$ cat src/include/laser_consts.svh
`ifndef LASER_CONSTS_SVH
`define LASER_CONSTS_SVH

// Bus and memory sizes
`define ADDR_W 16
`define DATA_W 8
`define RAM_ADDR_W 14
`define VRAM_ADDR_W 11

// System clocks per CPU cycle
`define CYCLE_NORMAL 14
`define CYCLE_TURBO 4

// Upper five address bits of each region
`define IO_PAGE 5'b01101
`define VRAM_PAGE 5'b01110
`define RAM_LOW 5'b01111
`define RAM_HIGH_FIRST 5'b10000
`define RAM_HIGH_LAST 5'b10110

`define UNMAPPED_DATA 8'hFF

// PS/2 set 2 scan codes
`define SC_Q 8'h15
`define SC_W 8'h1D
`define SC_E 8'h24
`define SC_R 8'h2D
`define SC_T 8'h2C
`define SC_A 8'h1C
`define SC_S 8'h1B
`define SC_D 8'h23
`define SC_F 8'h2B
`define SC_G 8'h34
`define SC_CTRL 8'h14
`define SC_LSHIFT 8'h12
`define SC_RSHIFT 8'h59
`define SC_SPACE 8'h29
`define SC_RETURN 8'h5A
`define SC_ESC 8'h76
`define SC_UP 8'h75
`define SC_LEFT 8'h6B
`define SC_RIGHT 8'h74
`define SC_DOWN 8'h72

// Matrix positions, 8 x row + column
`define KP_T 0
`define KP_W 1
`define KP_E 3
`define KP_Q 4
`define KP_R 5
`define KP_G 8
`define KP_S 9
`define KP_CTRL 10
`define KP_D 11
`define KP_A 12
`define KP_F 13
`define KP_LSHIFT 18
`define KP_UP 33
`define KP_RIGHT 35
`define KP_SPACE 36
`define KP_DOWN 36
`define KP_LEFT 37
`define KP_ESC 42
`define KP_RETURN 50

`endif

$ cat src/hdl/bus_pkg.sv
`include "laser_consts.svh"

package bus_pkg;

	typedef logic [`ADDR_W-1:0] cpu_addr_t;
	typedef logic [`DATA_W-1:0] cpu_data_t;

	// CPU side of the bus, strobes active high
	typedef struct packed
	{
		cpu_addr_t addr;
		cpu_data_t dout;	// Write data from the CPU
		logic mreq;
		logic iorq;
		logic rd;
		logic wr;
	} cpu_bus_t;

endpackage

$ cat src/hdl/periph_pkg.sv
package periph_pkg;

	typedef logic [7:0] scan_code_t;

	// 0 means pressed, index 8 x row + column
	typedef logic [63:0] key_matrix_t;

	// Extended keys, 0 means pressed
	// bit 0 R-shift, 1 esc, 2 up, 3 left, 4 right, 5 down
	typedef logic [5:0] key_ex_t;

	typedef struct packed
	{
		logic [1:0] speaker;
		logic cass_out;
		logic ag;	// Graphics mode for the video generator
		logic css;	// Colour set
	} io_latch_t;

	typedef logic [3:0] cycle_phase_t;

endpackage

$ cat src/hdl/io_port.sv
`timescale 1ns/1ps

module io_port
	import bus_pkg::*;
	import periph_pkg::*;
(
	input  logic CLK50MHZ,
	input  logic RESET_N,
	input  logic bus_strobe_i,
	input  logic io_sel_i,
	input  cpu_bus_t bus_i,
	input  logic [5:0] key_col_i,
	input  logic cass_in_i,
	output cpu_data_t key_q_o,
	output io_latch_t io_o
);

	logic latch_wr;

	// Memory write to 6800-6FFF, not a read or port cycle
	assign latch_wr = bus_strobe_i && io_sel_i && bus_i.mreq && bus_i.wr &&
		!bus_i.rd && !bus_i.iorq;

	always_ff @(posedge CLK50MHZ or negedge RESET_N)
	begin
		if (!RESET_N)
			io_o <= '0;
		else if (latch_wr)
		begin
			io_o.speaker <= {bus_i.dout[0], bus_i.dout[5]};	// Two speaker legs
			io_o.cass_out <= bus_i.dout[2];
			io_o.ag <= bus_i.dout[3];
			io_o.css <= bus_i.dout[4];
		end
	end

	// Bit 7 unused and high, cassette input inverted
	always_ff @(posedge CLK50MHZ)
		if (bus_strobe_i)
			key_q_o <= {1'b1, ~cass_in_i, key_col_i};

endmodule

$ cat config.mk
export PLATFORM = sky130hd
export DESIGN_NAME = io_port
export DESIGN_NICKNAME = d
export VERILOG_FILES = /design/src/hdl/bus_pkg.sv /design/src/hdl/periph_pkg.sv /design/src/hdl/io_port.sv
export VERILOG_INCLUDE_DIRS = /design/src /design/src/include
export SDC_FILE = /design/constraint.sdc
export NUM_CORES = 1
export LEC_CHECK = 0
export BUFFER_PORTS_ARGS = -buffer_cell sky130_fd_sc_hd__buf_2
export CAP_MARGIN = 10
export CORE_UTILIZATION = 30
export DETAILED_ROUTE_END_ITERATION = 10
export GPL_TIMING_DRIVEN = 0
export PLACE_DENSITY = 0.78
export SLEW_MARGIN = 20
export SYNTH_ARGS = -nofsm -noshare
export SYNTH_HDL_FRONTEND = slang
export SYNTH_SLANG_ARGS = --single-unit
$ cat constraint.sdc
create_clock -name CLK50MHZ -period 0.8 [get_ports CLK50MHZ]
set_input_delay 0.08 -clock CLK50MHZ [delete_from_list [all_inputs] [get_ports CLK50MHZ]]
set_output_delay 0.08 -clock CLK50MHZ [all_outputs]
set_load 0.005 [all_outputs]
# Word level (Yosys, flattened, before mapping)
# Cells that the tools add are included.
# word_totals
regBits,12
inputBits,39
output_inout_bits,13
elab_cells,13
# op_classes
bitwise,1
n_reduce_logical,7
# op_table
operator,count
logical AND 1 bit,5
zero test 1 bit,2
inverter 1 bit,1

# Logic depth before layout (Yosys ltp)
# logic_depth
word_depth,5
ltp_mapped,3

# Worst setup path after synthesis
# Ideal clock, no wire load.
# synth_timing
path_kind,input port to flip-flop
from,input port bus_i[0] (netlist bit)
to,register io_o[0] (netlist bit)
arrival_ns,0.830
t_required_ns,0.675
setup_slack_ns,-0.155
stages,3
n_path_buf,0
cell_sequence,nand2_1 nor4_4 mux2_2
# synth_between
elab_chain_len,3
# synth_lines
element,line_no,source
from (decl),io_port.sv:11,"input cpu_bus_t bus_i,"
logical AND 1 bit (2 in a row),io_port.sv:21,assign latch_wr = bus_strobe_i && io_sel_i && bus_i.mreq && bus_i.wr &&
logical AND 1 bit,io_port.sv:22,!bus_i.rd && !bus_i.iorq;
to (decl),io_port.sv:15,output io_latch_t io_o
# Every way passes these cells.
# A chain may end at the register's enable or synchronous reset.

# Final worst setup path
# layout_timing
from,register io_o[1] (netlist bit)
to,output port io_o[1] (netlist bit)
# No word-level cell between the ends.

==> results.md <==
* Cell breakdown of the critical path: buf_2
* Filler cells at 120
* Power per standard cell area at 1949 mW/mm2
* Buffer type at the clock tree root: clkbuf_4
* Status: finished, violations left
* Ant. Diodes at 0
* 1st-iter DRT viols at 5
* Crit path DAT at 0.79 ns
* Reg clk slew, reported paths at 0.07 ns
* # H-tree levels at 1
* Chip Height at 40.10 um
* Cells after Synth at 23
* CTS Buf Count at 3
* Setup crit start kind: register
* Clk buf depth at 2
* Die Area at 0.001608 mm2
* Largest net degree at the start of global routing at 8
* Synth area leader: edfxtp_1
* Global-route wire length before repair at 1.407 mm
* Routability cong. at 0.7065
* Final Hold Fails at 0
* Hold WC Path Type: input pin to register
* Hold slack at 0.01524 ns
* Synth unique cells at 8
* Core area at 0.001318 mm2
* Reg2reg start: io_o[1]$_DFFE_PN0P_
* Failing checks: negative setup slack
* Starting density of the core at 0.3305
* Max Freq at 1.155 GHz
* MaxCap Viol Count at 0
* CP delay by family, top: flip-flops
* Avg Synthesized Cell Area at 18.93 um2
* Clk sink count at 12
* I/O pins at 52
* Area share of the leading cell type in the synthesized netlist at 0.4828
* Crit share post-route at 1.082
* Syn nets at 62
* Synthesis Warnings at 0
* Setup CP Type: register to primary output
* Fin worst setup slack at -0.06593 ns
* Grt total ovfl at 0
* HP Start: key_col_i[1]
* Vias/cell at 4.383
* Remaining DRCs at 0
* Worst EP required at 0.72 ns
* Largest family of logic cells by synthesized area: multiplexers
* # nets final at 106
* Max Slew Vio Count at 0
* Pleak at 0.3812 nW
* DRT Pass-1 Iters at 3
* Sequential-to-total area share from yosys stat at 0.7701
* DR vias at 355
* Final setup vio count at 12
* Max incr delay on CP at 0.39 ns
* Slowest cell on the critical path: dfrtp_1
* Most frequent cells in the layout: buf_2, edfxtp_1, dlygate4sd3_1
* RSZ-0062 raised after global routing: true
* CP bufs+invs at 1
* CP startpoint: io_o[1]$_DFFE_PN0P_
* Commonest non-fill, non-tap cell in the layout: buf_2
* Share of the synthesized area in compound gates (AO/OA/AOI/OAI) at 0
* Share of layout cells above drive strength 1 at 0.6970
* Ranking of synthesized cells by area: edfxtp_1, dfrtp_1, mux2_2
* Fin cells at 81
* Multiplexer area fraction after synthesis at 0.1293
* Initial antenna violation count at 0
* Worst-Skew Late Latency at 0.26 ns
* Synth Area in Simple Gates at 0.06609
* Final min period at 0.8659 ns
* Area grow syn2layout at 77.87%
* Critical Path Fanout Max at 2
* Util after Layout at 0.5878
* CTS tree: yes
* Half-perimeter wire length after detailed placement at 744.1 um
* Die Wd at 40.10 um
* Synth Register Bits at 12
* Maximum VDD drop at 0.9555 mV
* Avg WL per Cell at 12.19 um
* IO Port Bufs at 31
* Crit end category: primary output
* Adder-Cell Fraction of Synth Area at 0
* WL final at 987 um
* Layout Skew at 0 ns
* Gr usage total at 0.1422
* Post-route ant nets at 0
* Core Rows at 13
* Synth Area in XOR/XNOR at 0
* Dpl cells at 69
* Vias in the first global route at 329
* Post-Synthesis Cell Area at 435.4 um2
-- repair_timing --
action                                 4_1_cts  5_1_grt
setup buffers                                2        0
hold buffers                                 6        0
endpoints found under the hold margin       10        0
pin swaps                                    1        1
gates resized for setup                     11        1
setup endpoints to repair                   17       17
-- power by group --
part           internal, mW  leakage, nW  switching (mW)
Combinational         0.186        0.228          0.0947
Sequential            0.737        0.132          0.0329
Clock                 0.276       0.0210           0.183
Total                  1.20        0.381           0.311
-- state kept, by name, summed over array words and instances, names as in the netlist --
register  cells
io_o          5
key_q_o       7
-- metal layers --
metal  vias up  part of all wire  routed length [um]  track usage
met5         -                 0                   0            0
met2        33              0.43                 427       0.2298
met1       155              0.41                 405       0.1696
met4         0            0.0081                   8      0.07759
met3         2              0.15                 147      0.03889
li1        165                 -                   -            -
-- final cells by class --
cell class	instances	area [um2]	area share
tap	15	18.77	0.02423
timing repair buffer	39	255.2	0.3296
buffer	1	7.507	0.009693
clock buffer	4	36.28	0.04685
sequential	12	335.3	0.4330
inverter	1	3.754	0.004847
multi-input combinational	9	117.6	0.1519
-- kinds of logic after synthesis --
kind of cell | after synthesis
flops | 12
mux | 5
simple gates | 3
buf+inv | 2
other cells | 1
-- synth_stat cells --
| master | n |
|---|---|
| inv_1 | 1 |
| buf_4 | 1 |
| edfxtp_1 | 7 |
| conb_1 | 1 |
| mux2_2 | 5 |
| dfrtp_1 | 5 |
| nor4_4 | 1 |
| nand2_1 | 2 |
-- worst paths after layout --
kind	to	depth (start not counted)	slack (ns)
max in group asynchronous	io_o[2]$_DFFE_PN0P_	2	0.52
min in group asynchronous	io_o[4]$_DFFE_PN0P_	2	0.15
max reg2reg	io_o[1]$_DFFE_PN0P_	1	0.03
max	io_o[1]	1	-0.07
min	key_q_o[1]$_DFFE_PP_	1	0.02
min reg2reg	io_o[4]$_DFFE_PN0P_	1	0.52
-- metrics by stage --
step | setup TNS, ns | power, mW | area [um2] | setup WS, ns
floorplan | -0.7197 | 0.8513 | 441.7 | -0.1526
CTS | -0.5450 | 1.520 | 770.7 | -0.06903
finish | -0.4447 | 1.509 | 774.5 | -0.06593
detailed placement | -2.043 | 0.9943 | 615.6 | -0.4194
global placement | -1.947 | 0.9897 | 615.6 | -0.3997
global route | -0.8749 | 1.582 | 774.5 | -0.1011
(Power assumes the default switching activity.)
