[config.mk]
export PLATFORM = sky130hd
export DESIGN_NAME = bus_cycle_gen
export DESIGN_NICKNAME = d
export VERILOG_FILES = /design/src/hdl/periph_pkg.sv /design/src/hdl/bus_cycle_gen.sv
export VERILOG_INCLUDE_DIRS = /design/src /design/src/include
export SDC_FILE = /design/constraint.sdc
export NUM_CORES = 1
export LEC_CHECK = 0
export BUFFER_PORTS_ARGS = -buffer_cell sky130_fd_sc_hd__buf_2
export CELL_PAD_IN_SITES_DETAIL_PLACEMENT = 0
export CELL_PAD_IN_SITES_GLOBAL_PLACEMENT = 1
export CORE_AREA = 2 2 39 41
export CTS_CLUSTER_SIZE = 40
export DETAILED_ROUTE_END_ITERATION = 7
export DIE_AREA = 0 0 41 43
export PLACE_DENSITY = 0.56
export SYNTH_ARGS = -nofsm -noshare
export SYNTH_HDL_FRONTEND = slang
export SYNTH_SLANG_ARGS = --single-unit
export TNS_END_PERCENT = 10
[constraint.sdc]
create_clock -name CLK50MHZ -period 2.7 [get_ports CLK50MHZ]
set_clock_uncertainty 0.15 [all_clocks]
set_input_delay 0.27 -clock CLK50MHZ [delete_from_list [all_inputs] [get_ports CLK50MHZ]]
set_output_delay 0.27 -clock CLK50MHZ [all_outputs]
set_load 0.02 [all_outputs]
[src/include/laser_consts.svh]
`ifndef LASER_CONSTS_SVH
`define LASER_CONSTS_SVH

// Bus and memory sizes
`define ADDR_W 16
`define DATA_W 8
`define RAM_ADDR_W 14
`define VRAM_ADDR_W 11

// System clocks per CPU cycle
`define CYCLE_NORMAL 14
`define CYCLE_TURBO 4

// Upper five address bits of each region
`define IO_PAGE 5'b01101
`define VRAM_PAGE 5'b01110
`define RAM_LOW 5'b01111
`define RAM_HIGH_FIRST 5'b10000
`define RAM_HIGH_LAST 5'b10110

`define UNMAPPED_DATA 8'hFF

// PS/2 set 2 scan codes
`define SC_Q 8'h15
`define SC_W 8'h1D
`define SC_E 8'h24
`define SC_R 8'h2D
`define SC_T 8'h2C
`define SC_A 8'h1C
`define SC_S 8'h1B
`define SC_D 8'h23
`define SC_F 8'h2B
`define SC_G 8'h34
`define SC_CTRL 8'h14
`define SC_LSHIFT 8'h12
`define SC_RSHIFT 8'h59
`define SC_SPACE 8'h29
`define SC_RETURN 8'h5A
`define SC_ESC 8'h76
`define SC_UP 8'h75
`define SC_LEFT 8'h6B
`define SC_RIGHT 8'h74
`define SC_DOWN 8'h72

// Matrix positions, 8 x row + column
`define KP_T 0
`define KP_W 1
`define KP_E 3
`define KP_Q 4
`define KP_R 5
`define KP_G 8
`define KP_S 9
`define KP_CTRL 10
`define KP_D 11
`define KP_A 12
`define KP_F 13
`define KP_LSHIFT 18
`define KP_UP 33
`define KP_RIGHT 35
`define KP_SPACE 36
`define KP_DOWN 36
`define KP_LEFT 37
`define KP_ESC 42
`define KP_RETURN 50

`endif

[src/hdl/periph_pkg.sv]
package periph_pkg;

	typedef logic [7:0] scan_code_t;

	// 0 means pressed, index 8 x row + column
	typedef logic [63:0] key_matrix_t;

	// Extended keys, 0 means pressed
	// bit 0 R-shift, 1 esc, 2 up, 3 left, 4 right, 5 down
	typedef logic [5:0] key_ex_t;

	typedef struct packed
	{
		logic [1:0] speaker;
		logic cass_out;
		logic ag;	// Graphics mode for the video generator
		logic css;	// Colour set
	} io_latch_t;

	typedef logic [3:0] cycle_phase_t;

endpackage

[src/hdl/bus_cycle_gen.sv]
`timescale 1ns/1ps
`include "laser_consts.svh"

module bus_cycle_gen
	import periph_pkg::*;
(
	input  logic CLK50MHZ,
	input  logic RESET_N,
	input  logic turbo_i,
	output logic cpu_clk_o,
	output logic bus_strobe_o
);

	cycle_phase_t phase;
	cycle_phase_t last_phase;
	logic turbo_q;	// Speed of the running cycle
	logic strobe_q;

	assign last_phase = turbo_q ? cycle_phase_t'(`CYCLE_TURBO - 1)
		: cycle_phase_t'(`CYCLE_NORMAL - 1);

	always_ff @(posedge CLK50MHZ or negedge RESET_N)
	begin
		if (!RESET_N)
		begin
			phase <= '0;
			turbo_q <= 1'b0;
			strobe_q <= 1'b0;
		end
		else
		begin
			strobe_q <= (phase == '0);	// One clock wide, after phase 0
			if (phase == last_phase)
			begin
				phase <= '0;
				turbo_q <= turbo_i;	// Speed only changes at the wrap
			end
			else
				phase <= phase + 1'b1;
		end
	end

	// CPU clock high in the strobe clock only
	assign cpu_clk_o = strobe_q;
	assign bus_strobe_o = strobe_q;

endmodule

; ---- Yosys cells after proc, flatten, opt, wreduce, memory -nomap -nowiden
; Index checks and enable logic that the tools add are counted.
; W data, S select, Z words.
[classes]
n_shift = 0
eq_ne = 1
bitwise_logic = 0
n_mux = 2
n_lt_le_gt_ge = 0
n_reduce_logical = 1
div_mod_pow = 0
multipliers = 0
add_sub_neg = 1
[op_table]
columns = op, count
row1 = $mux W4, 2
row2 = $add A4 B1 Y4 const B, 1
row3 = $eq A4 B4 Y1, 1
row4 = $logic_not A4 Y1, 1
[totals]
latchBits = 0
elab_cells = 8
out_inout_bits = 2
ram_bits = 0
mem_count = 0
ff_bits = 6
in_bits = 3
romBits = 0

; ---- Logic depth before layout (Yosys ltp)
[depth]
ltp_word = 3
mapped_depth = 3

; ---- Worst setup path before layout
; Ideal clock, no wire load.
[synth_path]
kind = reg2reg
from = register phase[2]
to = register phase[1]
setup_ps = 119
arrival_ps = 914
path_buffers = 0
setup_slack_ps = 1517
stages_incl_launch_ff = 4
required_time_ps = 2431
path_cell_list = dfrtp_1 nor4bb_1 o21ai_1 and2_1
[synth_between]
elab_chain_cells = 2
[synth_lines]
columns = element, line_no
row1 = "start, declared", bus_cycle_gen.sv:14  ; cycle_phase_t phase;
row2 = "start signal, assigned", bus_cycle_gen.sv:39  ; phase <= phase + 1'b1;
row3 = $eq A4 B4 Y1, bus_cycle_gen.sv:33  ; if (phase == last_phase)
row4 = $mux W4, bus_cycle_gen.sv:33
; No other way between the ends.
; A chain may end at the register's enable or synchronous reset.

; ---- Worst setup path in the final report
; Ends and elaborated chain as after synthesis.

==> run_results.csv <==
group,metric,value,unit
logic_synthesis,synth-simple-area-share,17.8,%
worst_hold_path,min_path_type,"primary input to flop",
logic_synthesis,syn-instance-count,26,
placement,place_area,328,µm²
floorplan,dieArea,1760,µm²
drt,via_count,222,
logic_synthesis,netlist_top_cells_area,"dfrtp_1 51%, ha_1 8.5%, and2_1 4.2%",
layout,final_cells,49,
clock_network,h-tree-depth,1,
logic_synthesis,synth_cell_type_count,17,
logic_synthesis,synth_top_area_share,50.8,%
clock_network,numCtsBuffers,3,
logic_synthesis,synthAdderAreaFrac,8.47,%
timing,hold_viol_final,0,
layout,stdcell_area,360,µm²
worst_setup_path,critical_path_class,"flop to flop",
layout,fin_util,26.0,%
logic_synthesis,synth_ff_type,"dfrtp_1",
placement,gp_congestion,0.737,
clock_network,clkTransAtPathRegs,0.05,ns
global_routing,antenna_found_initial,0,
global_routing,gr-usage-all-layers,7.75,%
status,status,"finished, final reports clean",
run,drv_cap,0,
logic_synthesis,synth_top_family_by_area,"simple AND/OR/NAND/NOR gates",
logic_synthesis,synthMuxAreaShare,0,%
pwr,peakVddDrop,0.000292,V
logic_synthesis,yosysMostFrequentCell,"dfrtp_1",
worst_setup_path,cp-startpoint,"phase[2]$_DFF_PN0_",
logic_synthesis,synth_compound_area_share,13.6,%
pwr,leakage,0.187,nW
logic_synthesis,ys_seq_elements,6,
clock_network,clock_latency,0.24,ns
clock_network,clockBufferDepth,2,
drt,avgRoutedWirePerCell,10.5,µm
logic_synthesis,synth_area_per_cell,11.4,µm²
layout,n_fill_cell,150,
worst_setup_path,cp_slowest_cell,"dfrtp_1",
drt,dr.pass1.iters,4,
timing,grt_setup_unrepaired,"false",
placement,dp_hpwl,358,µm
clock_network,cts-root-buf,"clkbuf_4",
logic_synthesis,synth_common_cells,"6 x dfrtp_1, 2 x and2_1, 2 x ha_1, 2 x inv_1, 2 x o21ai_1",
placement,port_buffers,4,
worst_setup_path,start_kind,"flop",
pwr,total_power,0.319,mW
global_routing,grt_max_degree,8,
worst_setup_path,critPathMaxFanout,7,
timing,worst_slack,1.40,ns
logic_synthesis,ys_seq_area_share,50.8,%
floorplan,design.portCount,5,
logic_synthesis,syn-num-nets,31,
clock_network,clock_sinks,6,
placement,placed_cells,45,
layout,drive_gt1_share,24.2,%
logic_synthesis,synth_top_area_cell,"dfrtp_1",
drt,ant_nets,0,
layout,antenna_cells,0,
clock_network,tritoncts,"built",
clock_network,cts_setup_buffers,0,
timing,holdWs,0.126,ns
worst_setup_path,worstPathRequired,2.68,ns
worst_setup_path,crit_chain,"nor4bb_1 -> o21ai_1 -> and2_1",
worst_setup_path,end_kind,"flop",
layout,area.growth.synth_to_final,22.0,%
floorplan,initial_utilization,21.3,%
global_routing,grt_pass1_vias,190,
logic_synthesis,synth_edf_count,0,
floorplan,core,1380,µm²
floorplan,die_w,41,µm
timing,min_period,1.30,ns
drt,vias_per_cell,4.53,
timing,finalSetupViolCount,0,
timing,final.setup.tns,0,ns
worst_hold_path,holdCritStartpoint,"turbo_i",
timing,period_share,48.1,%
drt,drc_errors,0,
worst_setup_path,crit_arrival,1.28,ns
timing,slew-limit-headroom,82.9,%
global_routing,grt-ovfl-total,0,
timing,slew_violations,0,
logic_synthesis,ys_async_sr_fraction,100,%
logic_synthesis,synth_warnings,0,
logic_synthesis,synth-xor-area-share,2.97,%
floorplan,rows,14,
drt,totalWireLength,514,µm
pwr,power_density,885,nW/µm²
timing,tightest_slew,0.253,ns
drt,first_iter_violations,2,
timing,clock.fmax,770,MHz
worst_setup_path,r2r-start,"phase[2]$_DFF_PN0_",
floorplan,dieHeight,43,µm
placement,preCtsSetupSlack,1.42,ns
worst_setup_path,slowest_delay,0.45,ns
logic_synthesis,syn_area,295,µm²
layout,nets,40,
global_routing,grt_pass1_wl,800,µm
-- worst max-delay path: cells and delay by family, from the launching register on --
kind / cells / cell delay [ns]
AND/OR/NAND/NOR: 2 / 0.48
flip-flops: 1 / 0.45
AO/OA/AOI/OAI: 1 / 0.10
-- layout make-up --
type	instances	area (µm²)	share of cell area (%)
Timing Repair Buffer	5	30.0	8.33
Multi-Input combinational cell	16	126	35.1
Inverter	3	11.3	3.12
Tap cell	16	20.0	5.56
Sequential cell	6	150	41.7
Clock buffer	3	22.5	6.25
-- worst paths after layout --
kind,slack [ns],endpoint,depth (start not counted)
setup reg to reg,1.40,phase[1]$_DFF_PN0_,3
max in group asynchronous,2.04,phase[1]$_DFF_PN0_,2
hold reg to reg,0.41,turbo_q$_DFFE_PN0N_,1
min in group asynchronous,0.22,phase[3]$_DFF_PN0_,2
setup / recovery,1.40,phase[1]$_DFF_PN0_,3
hold / removal,0.13,turbo_q$_DFFE_PN0N_,3
-- report_power, final --
part / internal [mW] / total [mW] / switching [mW]
Clock: 0.0502 / 0.0813 / 0.0311
Combinational: 0.0452 / 0.0827 / 0.0375
Sequential: 0.115 / 0.155 / 0.0400
-- repair_timing --
action                                  in CTS  in global routing
endpoints found under the hold margin        6                  0
gates resized for setup                      0                  0
endpoints found under the setup margin       0                  0
hold buffers                                 1                  0
-- cell families (layout without fill, tap and decap cells) --
kind of cell	count (synthesis)	in the layout
AOI/OAI and AO/OA	6	6
xor gates and xnor gates	1	1
adders and majority gates	2	2
buffers and inverters	4	11
DFF	6	6
and+or+nand+nor	7	7
-- layout by cell type, fill, tap and decap left out, drive strengths merged --
master       Yosys  layout
dlygate4sd3      0       1
nor3b            1       1
nor2b            1       1
o21ai            3       3
clkbuf           0       3
and4bb           1       1
nor4bb           1       1
xor2             1       1
nand2            1       1
ha               2       2
o31ai            1       1
o41ai            1       1
inv              3       3
buf              1       4
dfrtp            6       6
and2             2       2
a41oi            1       1
-- routing by layer --
| metal | global-route usage [%] | part of all wire (%) |
|---|---|---|
| met1 | 10.1 | 51 |
| met2 | 6.88 | 37 |
| met3 | 3.14 | 5.3 |
| met4 | 12.0 | 7.2 |
| met5 | 0 | 0 |
-- registers in the layout (all words and copies together) (netlist names) --
name          cells
bus_strobe_o      1
turbo_q           1
phase             4
Note: power is estimated with default switching activity, not from simulation.
