## src/include/laser_consts.svh

```systemverilog
`ifndef LASER_CONSTS_SVH
`define LASER_CONSTS_SVH

// Bus and memory sizes
`define ADDR_W 16
`define DATA_W 8
`define RAM_ADDR_W 14
`define VRAM_ADDR_W 11

// System clocks per CPU cycle
`define CYCLE_NORMAL 14
`define CYCLE_TURBO 4

// Upper five address bits of each region
`define IO_PAGE 5'b01101
`define VRAM_PAGE 5'b01110
`define RAM_LOW 5'b01111
`define RAM_HIGH_FIRST 5'b10000
`define RAM_HIGH_LAST 5'b10110

`define UNMAPPED_DATA 8'hFF

// PS/2 set 2 scan codes
`define SC_Q 8'h15
`define SC_W 8'h1D
`define SC_E 8'h24
`define SC_R 8'h2D
`define SC_T 8'h2C
`define SC_A 8'h1C
`define SC_S 8'h1B
`define SC_D 8'h23
`define SC_F 8'h2B
`define SC_G 8'h34
`define SC_CTRL 8'h14
`define SC_LSHIFT 8'h12
`define SC_RSHIFT 8'h59
`define SC_SPACE 8'h29
`define SC_RETURN 8'h5A
`define SC_ESC 8'h76
`define SC_UP 8'h75
`define SC_LEFT 8'h6B
`define SC_RIGHT 8'h74
`define SC_DOWN 8'h72

// Matrix positions, 8 x row + column
`define KP_T 0
`define KP_W 1
`define KP_E 3
`define KP_Q 4
`define KP_R 5
`define KP_G 8
`define KP_S 9
`define KP_CTRL 10
`define KP_D 11
`define KP_A 12
`define KP_F 13
`define KP_LSHIFT 18
`define KP_UP 33
`define KP_RIGHT 35
`define KP_SPACE 36
`define KP_DOWN 36
`define KP_LEFT 37
`define KP_ESC 42
`define KP_RETURN 50

`endif

```

## src/hdl/bus_pkg.sv

```systemverilog
`include "laser_consts.svh"

package bus_pkg;

	typedef logic [`ADDR_W-1:0] cpu_addr_t;
	typedef logic [`DATA_W-1:0] cpu_data_t;

	// CPU side of the bus, strobes active high
	typedef struct packed
	{
		cpu_addr_t addr;
		cpu_data_t dout;	// Write data from the CPU
		logic mreq;
		logic iorq;
		logic rd;
		logic wr;
	} cpu_bus_t;

endpackage

```

## src/hdl/mem_decoder.sv

```systemverilog
`timescale 1ns/1ps
`include "laser_consts.svh"

module mem_decoder
	import bus_pkg::*;
(
	input  cpu_bus_t bus_i,
	input  logic bus_strobe_i,
	input  cpu_data_t ram_q_i,
	input  cpu_data_t vram_q_i,
	input  cpu_data_t key_q_i,
	output logic ram_we_o,
	output logic vram_we_o,
	output logic io_sel_o,
	output cpu_data_t rdata_o
);

	logic [4:0] page;
	logic in_io;
	logic in_vram;
	logic in_ram;
	logic mem_write;

	assign page = bus_i.addr[`ADDR_W-1 -: 5];

	assign in_io = (page == `IO_PAGE);
	assign in_vram = (page == `VRAM_PAGE);

	// 7800-7FFF plus 8000-B7FF, one 16 KB chip
	assign in_ram = (page == `RAM_LOW) ||
		((page >= `RAM_HIGH_FIRST) && (page <= `RAM_HIGH_LAST));

	assign mem_write = bus_strobe_i && bus_i.mreq && bus_i.wr && !bus_i.iorq;

	assign ram_we_o = mem_write && in_ram;
	assign vram_we_o = mem_write && in_vram;
	assign io_sel_o = in_io;

	// ROM space and holes read back as FF
	always_comb
	begin
		if (in_ram)
			rdata_o = ram_q_i;
		else if (in_vram)
			rdata_o = vram_q_i;
		else if (in_io)
			rdata_o = key_q_i;	// Latched at the last strobe
		else
			rdata_o = `UNMAPPED_DATA;
	end

endmodule

```

## config.mk

```make
export PLATFORM = sky130hd
export DESIGN_NAME = mem_decoder
export DESIGN_NICKNAME = d
export VERILOG_FILES = /design/src/hdl/bus_pkg.sv /design/src/hdl/mem_decoder.sv
export VERILOG_INCLUDE_DIRS = /design/src /design/src/include
export SDC_FILE = /design/constraint.sdc
export NUM_CORES = 1
export LEC_CHECK = 0
export BUFFER_PORTS_ARGS = -buffer_cell sky130_fd_sc_hd__buf_2
export CAP_MARGIN = 20
export CORE_AREA = 5 5 42 44
export DETAILED_ROUTE_END_ITERATION = 10
export DIE_AREA = 0 0 47 49
export GPL_ROUTABILITY_DRIVEN = 0
export PLACE_DENSITY = 0.77
export RECOVER_POWER = 50
export SLEW_MARGIN = 30
export SYNTH_ARGS = -nofsm -noshare
export SYNTH_HDL_FRONTEND = slang
export SYNTH_SLANG_ARGS = --single-unit
```

## constraint.sdc

```tcl
create_clock -name vclk -period 1
set_clock_uncertainty 0.15 [all_clocks]
set_input_delay 0.15 -clock vclk [all_inputs]
set_output_delay 0.15 -clock vclk [all_outputs]
set_load 0.05 [all_outputs]
```

# == After elaboration in Yosys (flattened, before gate mapping) ==
# Index checks and enable logic that the tools add are counted.
# word_totals
out_inout_bits,11
ram_bits,0
in_bits,53
register_bits,0
elab_cells,16
rom_bits,0
memories,0
latchBits,0
# classes
n_mul,0
addsub,0
n_bitwise,0
n_eq_ne,3
n_reduce_logical,8
n_div,0
muxes,3
order_cmp,2
shifts,0
# op_table
cell,n
$mux 8,3
$eq 5x4->1 const B,3
$logic_and 1x1->1,6
$ge 5x5->1 const B,1
$le 5x5->1 const B,1
$logic_not 1->1,1
$logic_or 1x1->1,1

# == Logic depth before layout (Yosys ltp) ==
# Gate-level depths: netlist of the first run.
# depth
word_depth,4
mapped_depth,4
ltp_nobuf,3

# == Worst setup path after synthesis of the first run ==
# No wires, ideal clock.
# synth_timing
kind,input to output
start,input bus_i[26] (netlist bit)
end,output vram_we_o
n_path_buf,0
required_ns,0.700
path_slack_ns,-1.102
cell_stages,2
arrival_time_ns,1.802
cell_sequence,nand3_1 > nor4_1
# synth_between
elab_chain_cells,2
# synth_lines
item,line,rtl
"start, declared",mem_decoder.sv:7,"input cpu_bus_t bus_i,"
$eq 5x4->1 (no line),n/a,
$logic_and 1x1->1,mem_decoder.sv:36,assign vram_we_o = mem_write && in_vram;
"end, declared",mem_decoder.sv:13,"output logic vram_we_o,"
# No other way between the ends.

# == Worst setup path after layout of the first run ==
# layout_timing
start,input bus_i[23] (netlist bit)
end,output rdata_o[3]
# layout_between
elab_chain_cells,4
# layout_lines
item,line,rtl
$ge 5x5->1 (no line) (tied with other cells),n/a,
$logic_and 1x1->1 / $mux 8 (equally long branches),"mem_decoder.sv:31, mem_decoder.sv:46",
$logic_or 1x1->1 / $mux 8 (equally long branches),"mem_decoder.sv:30, mem_decoder.sv:44",
$mux 8 *,mem_decoder.sv:42,if (in_ram)
"end, declared",mem_decoder.sv:15,output cpu_data_t rdata_o
# Every way passes the cells marked *; elsewhere a longest branch is shown, timed or not.

==> results.sh, run 1 <==
export IMPL_slew_violations=0
export IMPL_syn_area_per_cell_um2=7.71
export IMPL_finalSetupTns_ns=-3.81
export IMPL_yosysWarningCount=0
export IMPL_rows=14
export IMPL_worstPathRequired_ns=0.70
export IMPL_grt_pass1_vias=578
export IMPL_synth_xor_area_share_pct=0
export IMPL_powerDensity_nw_per_um2=489
export IMPL_drt_iter0_markers=3
export IMPL_whs_endpoint="vram_we_o"
export IMPL_failed_checks="negative setup slack"
export IMPL_dieArea_um2=2300
export IMPL_antenna_found_initial=0
export IMPL_seq_cells=0
export IMPL_postCtsHoldBufs=0
export IMPL_die_y_um=49
export IMPL_io_buffers=44
export IMPL_rsz0062_at_grt="yes"
export IMPL_synth_top_family_by_area="compound AO/OA/AOI/OAI gates"
export IMPL_synth_compound_area_share_pct=66.5
export IMPL_hold_viol=0
export IMPL_cpMaxStageDelayCell="a211oi_4"
export IMPL_start_util_pct=17.1
export IMPL_grt_overflow=0
export IMPL_finalCritPeriodShare_pct=139
export IMPL_vias_per_cell=5.05
export IMPL_synth_cells=31
export IMPL_die_w_um=47
export IMPL_synthMuxAreaShare_pct=0
export IMPL_syn_area_um2=239
export IMPL_drive_above_1_share_pct=88.8
export IMPL_cp_top_family="buffers and inverters"
export IMPL_setup_worst_path_start_class="input pin"
export IMPL_syn2layout_area_growth_pct=259
export IMPL_clkbuf_count=0
export IMPL_ios=64
export IMPL_via_count=530
export IMPL_synth_nets=84
export IMPL_drcViolationCount=0
export IMPL_timing_fmax_ghz=0.719
export IMPL_cp_end_kind="primary output"
export IMPL_synth_adder_area_share_pct=0
export IMPL_drtAntennaViolNets=0
export IMPL_gr_usage_all_layers_pct=13.3
export IMPL_critPathKind="input pin to primary output"
export IMPL_min_path_type="input pin to primary output"
export IMPL_dr_pass1_iters=2
export IMPL_max_stage_delay_ns=0.24
export IMPL_status="finished with violations"
export IMPL_grt_pass1_wl_um=2430
export IMPL_arrival_ns=1.09
export IMPL_crit_buf_inv=4
export IMPL_peakVddDrop_mv=0.211
export IMPL_drv_cap=0
export IMPL_finalNetCount=144
export IMPL_yosys_area_top_type="a2bb2oi_1"
export IMPL_worst_slack_ns=-0.392
export IMPL_register_area_um2=0
export IMPL_dp_hpwl_um=1160
export IMPL_wl_per_cell_um=14.7
export IMPL_ys_types=15
export IMPL_synth_top_area_share_pct=29.3
export IMPL_synth_seq_area_share_pct=0
export IMPL_p_leak_nw=0.389
export IMPL_timing_critical_path_cells="buf_4 -> buf_4 -> a211oi_4 -> buf_4 -> a2bb2oi_2 -> buf_6"
export IMPL_slew_headroom_pct=82.9
export IMPL_p_total_mw=0.419
export IMPL_period_needed_ns=1.39
export IMPL_setup_viol=11
export IMPL_synthTopCellsByArea="a2bb2oi_1, o22ai_1, a2bb2oi_4, nand2b_1, a211oi_2"
export IMPL_fin_util_pct=61.2
export IMPL_pre_cts_ws_ns=-0.482
export IMPL_hp_start="bus_i[27]"
export IMPL_grt_max_degree=10
export IMPL_routed_wl_um=1550
export IMPL_crit_top_cell="buf_4"
export IMPL_min_path_cells=4
export IMPL_diodes=0
export IMPL_crit_path_max_fanout=6
export IMPL_synth_simple_area_share_pct=29.3
export IMPL_tightestPinTransition_ns=0.256
export IMPL_coreArea_um2=1400
[power by group]
part           switching [mW]  internal (mW)
logic                   0.199          0.220
registers                   0              0
clock network               0              0
total                   0.199          0.220
[routing by layer]
layer  GRT usage [%]  vias to the layer above  share of wire (%)
li1                -                      251                  -
met1            14.4                      251                 35
met2            27.1                       28                 56
met3            1.48                        0                8.7
met4               0                        0                  0
met5               0                        -                  0
[cell usage in the layout (no fill, tap or decap), types with 2 or more instances in the layout]
master and instances:
nand2b_4 2, o22ai_1 7, a2bb2oi_2 8, buf_2 27, buf_8 4, buf_4 12, buf_6 15
[cell usage after synthesis, drive strengths merged]
cell	number
nor2	1
and2b	1
nand3	2
clkbuf	1
nor3	1
nor4	1
a211oi	1
buf	1
a2bb2oi	9
nand4b	1
nand2	1
o22ai	8
nand2b	3
[cell type report]
cell class | count | area (um2)
timing repair buffer | 59 | 474
multi-input combinational | 30 | 363
tap | 16 | 20.0
fill | 118 | 544
[how the worst max path moves through the flow]
| stage | start | to | cells after the start |
|---|---|---|---|
| 2_1_floorplan | bus_i[26] | rdata_o[0] | 3 |
| 3_3_place_gp | bus_i[27] | rdata_o[0] | 6 |
| 3_5_place_dp | bus_i[26] | rdata_o[3] | 6 |
| 4_1_cts | bus_i[27] | rdata_o[2] | 6 |
| 5_1_grt | bus_i[23] | rdata_o[3] | 6 |
| 6_report | bus_i[23] | rdata_o[3] | 6 |
[kinds of logic (layout without fill, tap and decap cells)]
group / after synthesis / count (layout)
buffers and inverters: 2 / 59
and+or+nand+nor: 11 / 12
AOI/OAI and AO/OA: 18 / 18
[through the flow]
stage	hold WS [ns]	cells	instance area [um2]
floorplan	0.214	31	318
global placement	0.597	102	658
detailed placement	0.600	102	658
CTS	0.544	103	796
global route	0.539	105	857
finish	0.524	105	857
[repair_timing]
| item | 4_1_cts | 5_1_grt |
|---|---|---|
| endpoints found under the setup margin | 11 | 11 |
| setup buffers | 0 | 2 |
| gates cloned | 1 | 0 |
| hold endpoints to repair | 0 | 0 |
| gates resized for setup | 38 | 9 |
| pin swaps | 2 | 1 |
Note: power is estimated with default switching activity, not from simulation.
==> inputs of run 2 (changes only) <==
--- a/config.mk
+++ b/config.mk
@@ -12,7 +12,7 @@
 export DETAILED_ROUTE_END_ITERATION = 10
 export DIE_AREA = 0 0 47 49
 export GPL_ROUTABILITY_DRIVEN = 0
-export PLACE_DENSITY = 0.77
+export PLACE_DENSITY = 0.73
 export RECOVER_POWER = 50
 export SLEW_MARGIN = 30
 export SYNTH_ARGS = -nofsm -noshare
==> results.sh, run 2 (synthesis results as in run 1) <==
export IMPL_register_area_um2=0
export IMPL_finalCritPeriodShare_pct=137
export IMPL_setup_viol=11
export IMPL_powerDensity_nw_per_um2=490
export IMPL_hold_viol=0
export IMPL_timing_fmax_ghz=0.731
export IMPL_final_common_cell="buf_2"
export IMPL_status="finished with violations"
export IMPL_drv_cap=0
export IMPL_postCtsHoldBufs=0
export IMPL_routed_wl_um=1360
export IMPL_hold_ws_ns=0.517
export IMPL_slew_violations=0
export IMPL_timing_critical_path_cells="buf_8 -> and2b_2 -> a2bb2oi_4 -> buf_12 -> a2bb2oi_2 -> buf_6"
export IMPL_mostFrequentLayoutCells="buf_2, buf_6, buf_4"
export IMPL_syn2layout_area_growth_pct=245
export IMPL_gr_usage_all_layers_pct=11.8
export IMPL_cpMaxStageDelayCell="and2b_2"
export IMPL_seq_cells=0
export IMPL_drt_iter0_markers=2
export IMPL_die_w_um=47
export IMPL_rows=14
export IMPL_finalSetupTns_ns=-3.58
export IMPL_grt_max_degree=10
export IMPL_period_needed_ns=1.37
export IMPL_dr_pass1_iters=2
export IMPL_grt_overflow=0
export IMPL_arrival_ns=1.07
export IMPL_die_y_um=49
export IMPL_setup_worst_path_start_class="input pin"
export IMPL_start_util_pct=17.1
export IMPL_max_stage_delay_ns=0.22
export IMPL_drcViolationCount=0
export IMPL_worstPathRequired_ns=0.70
export IMPL_ios=64
export IMPL_drtAntennaViolNets=0
export IMPL_crit_buf_inv=3
export IMPL_finalNetCount=140
export IMPL_cp_top_family="buffers and inverters"
export IMPL_min_path_type="input pin to primary output"
export IMPL_crit_path_max_fanout=9
export IMPL_final_cells=101
export IMPL_dieArea_um2=2300
export IMPL_vias_per_cell=4.86
export IMPL_drive_above_1_share_pct=89.4
export IMPL_rsz0062_at_grt="yes"
export IMPL_peakVddDrop_mv=0.246
export IMPL_tightestPinTransition_ns=0.243
export IMPL_dpl_cell_count=100
export IMPL_wl_per_cell_um=13.5
export IMPL_io_buffers=44
export IMPL_grt_pass1_wl_um=2150
export IMPL_worst_slack_ns=-0.367
export IMPL_dp_hpwl_um=1080
export IMPL_place_area_um2=643
export IMPL_p_leak_nw=0.371
export IMPL_slew_headroom_pct=83.7
export IMPL_grt_pass1_vias=527
export IMPL_failed_checks="negative setup slack"
export IMPL_diodes=0
export IMPL_design_area_um2=825
export IMPL_critPathKind="input pin to primary output"
export IMPL_clkbuf_count=0
export IMPL_via_count=491
export IMPL_fillCellCount=129
export IMPL_cp_end_kind="primary output"
export IMPL_antenna_found_initial=0
export IMPL_pre_cts_ws_ns=-0.467
export IMPL_coreArea_um2=1400
-- run 2: changes by cell type in the layout (fill, tap and decap cells not counted), sizes merged --
cell,previous run,this run
nand2b,4,3
buf,59,56
-- run 2: per-stage QoR --
step | total power [mW] | utilization, %
after global routing | 0.427 | 58.8
after floorplan | 0.184 | -
final | 0.404 | 58.8
after CTS | 0.385 | 55.4
after detailed placement | 0.328 | 45.9
after global placement | 0.323 | 45.9
-- run 2: worst paths after layout --
| kind | cells after the start | slack, ns | to | from |
|---|---|---|---|---|
| setup / recovery | 6 | -0.37 | rdata_o[0] | bus_i[26] |
| hold / removal | 4 | 0.52 | vram_we_o | bus_i[27] |
-- run 2: repair_timing --
action | in CTS | in global routing
setup endpoints to repair | 11 | 11
gates cloned | 0 | 0
buffers inserted | 0 | 1
pin swaps | 2 | 1
gates resized for setup | 38 | 7
-- run 2: metal layers --
metal	vias up	GRT usage [%]	wire length, um	part of all wire, %
met3	0	1.11	129	9.5
met2	22	24.7	774	57
met5	-	0	0	0
li1	243	-	-	-
met4	0	0	0	0
met1	226	12.2	460	34
-- run 2: layout make-up --
class                           count  area (um2)  area share (%)
Timing Repair Buffer               56         448            54.3
Tap cell                           16        20.0            2.43
Multi-Input combinational cell     29         357            43.2
-- run 2: report_power, final --
part / internal, mW / switching [mW]
Combinational: 0.211 / 0.193
Clock: 0 / 0
Sequential: 0 / 0
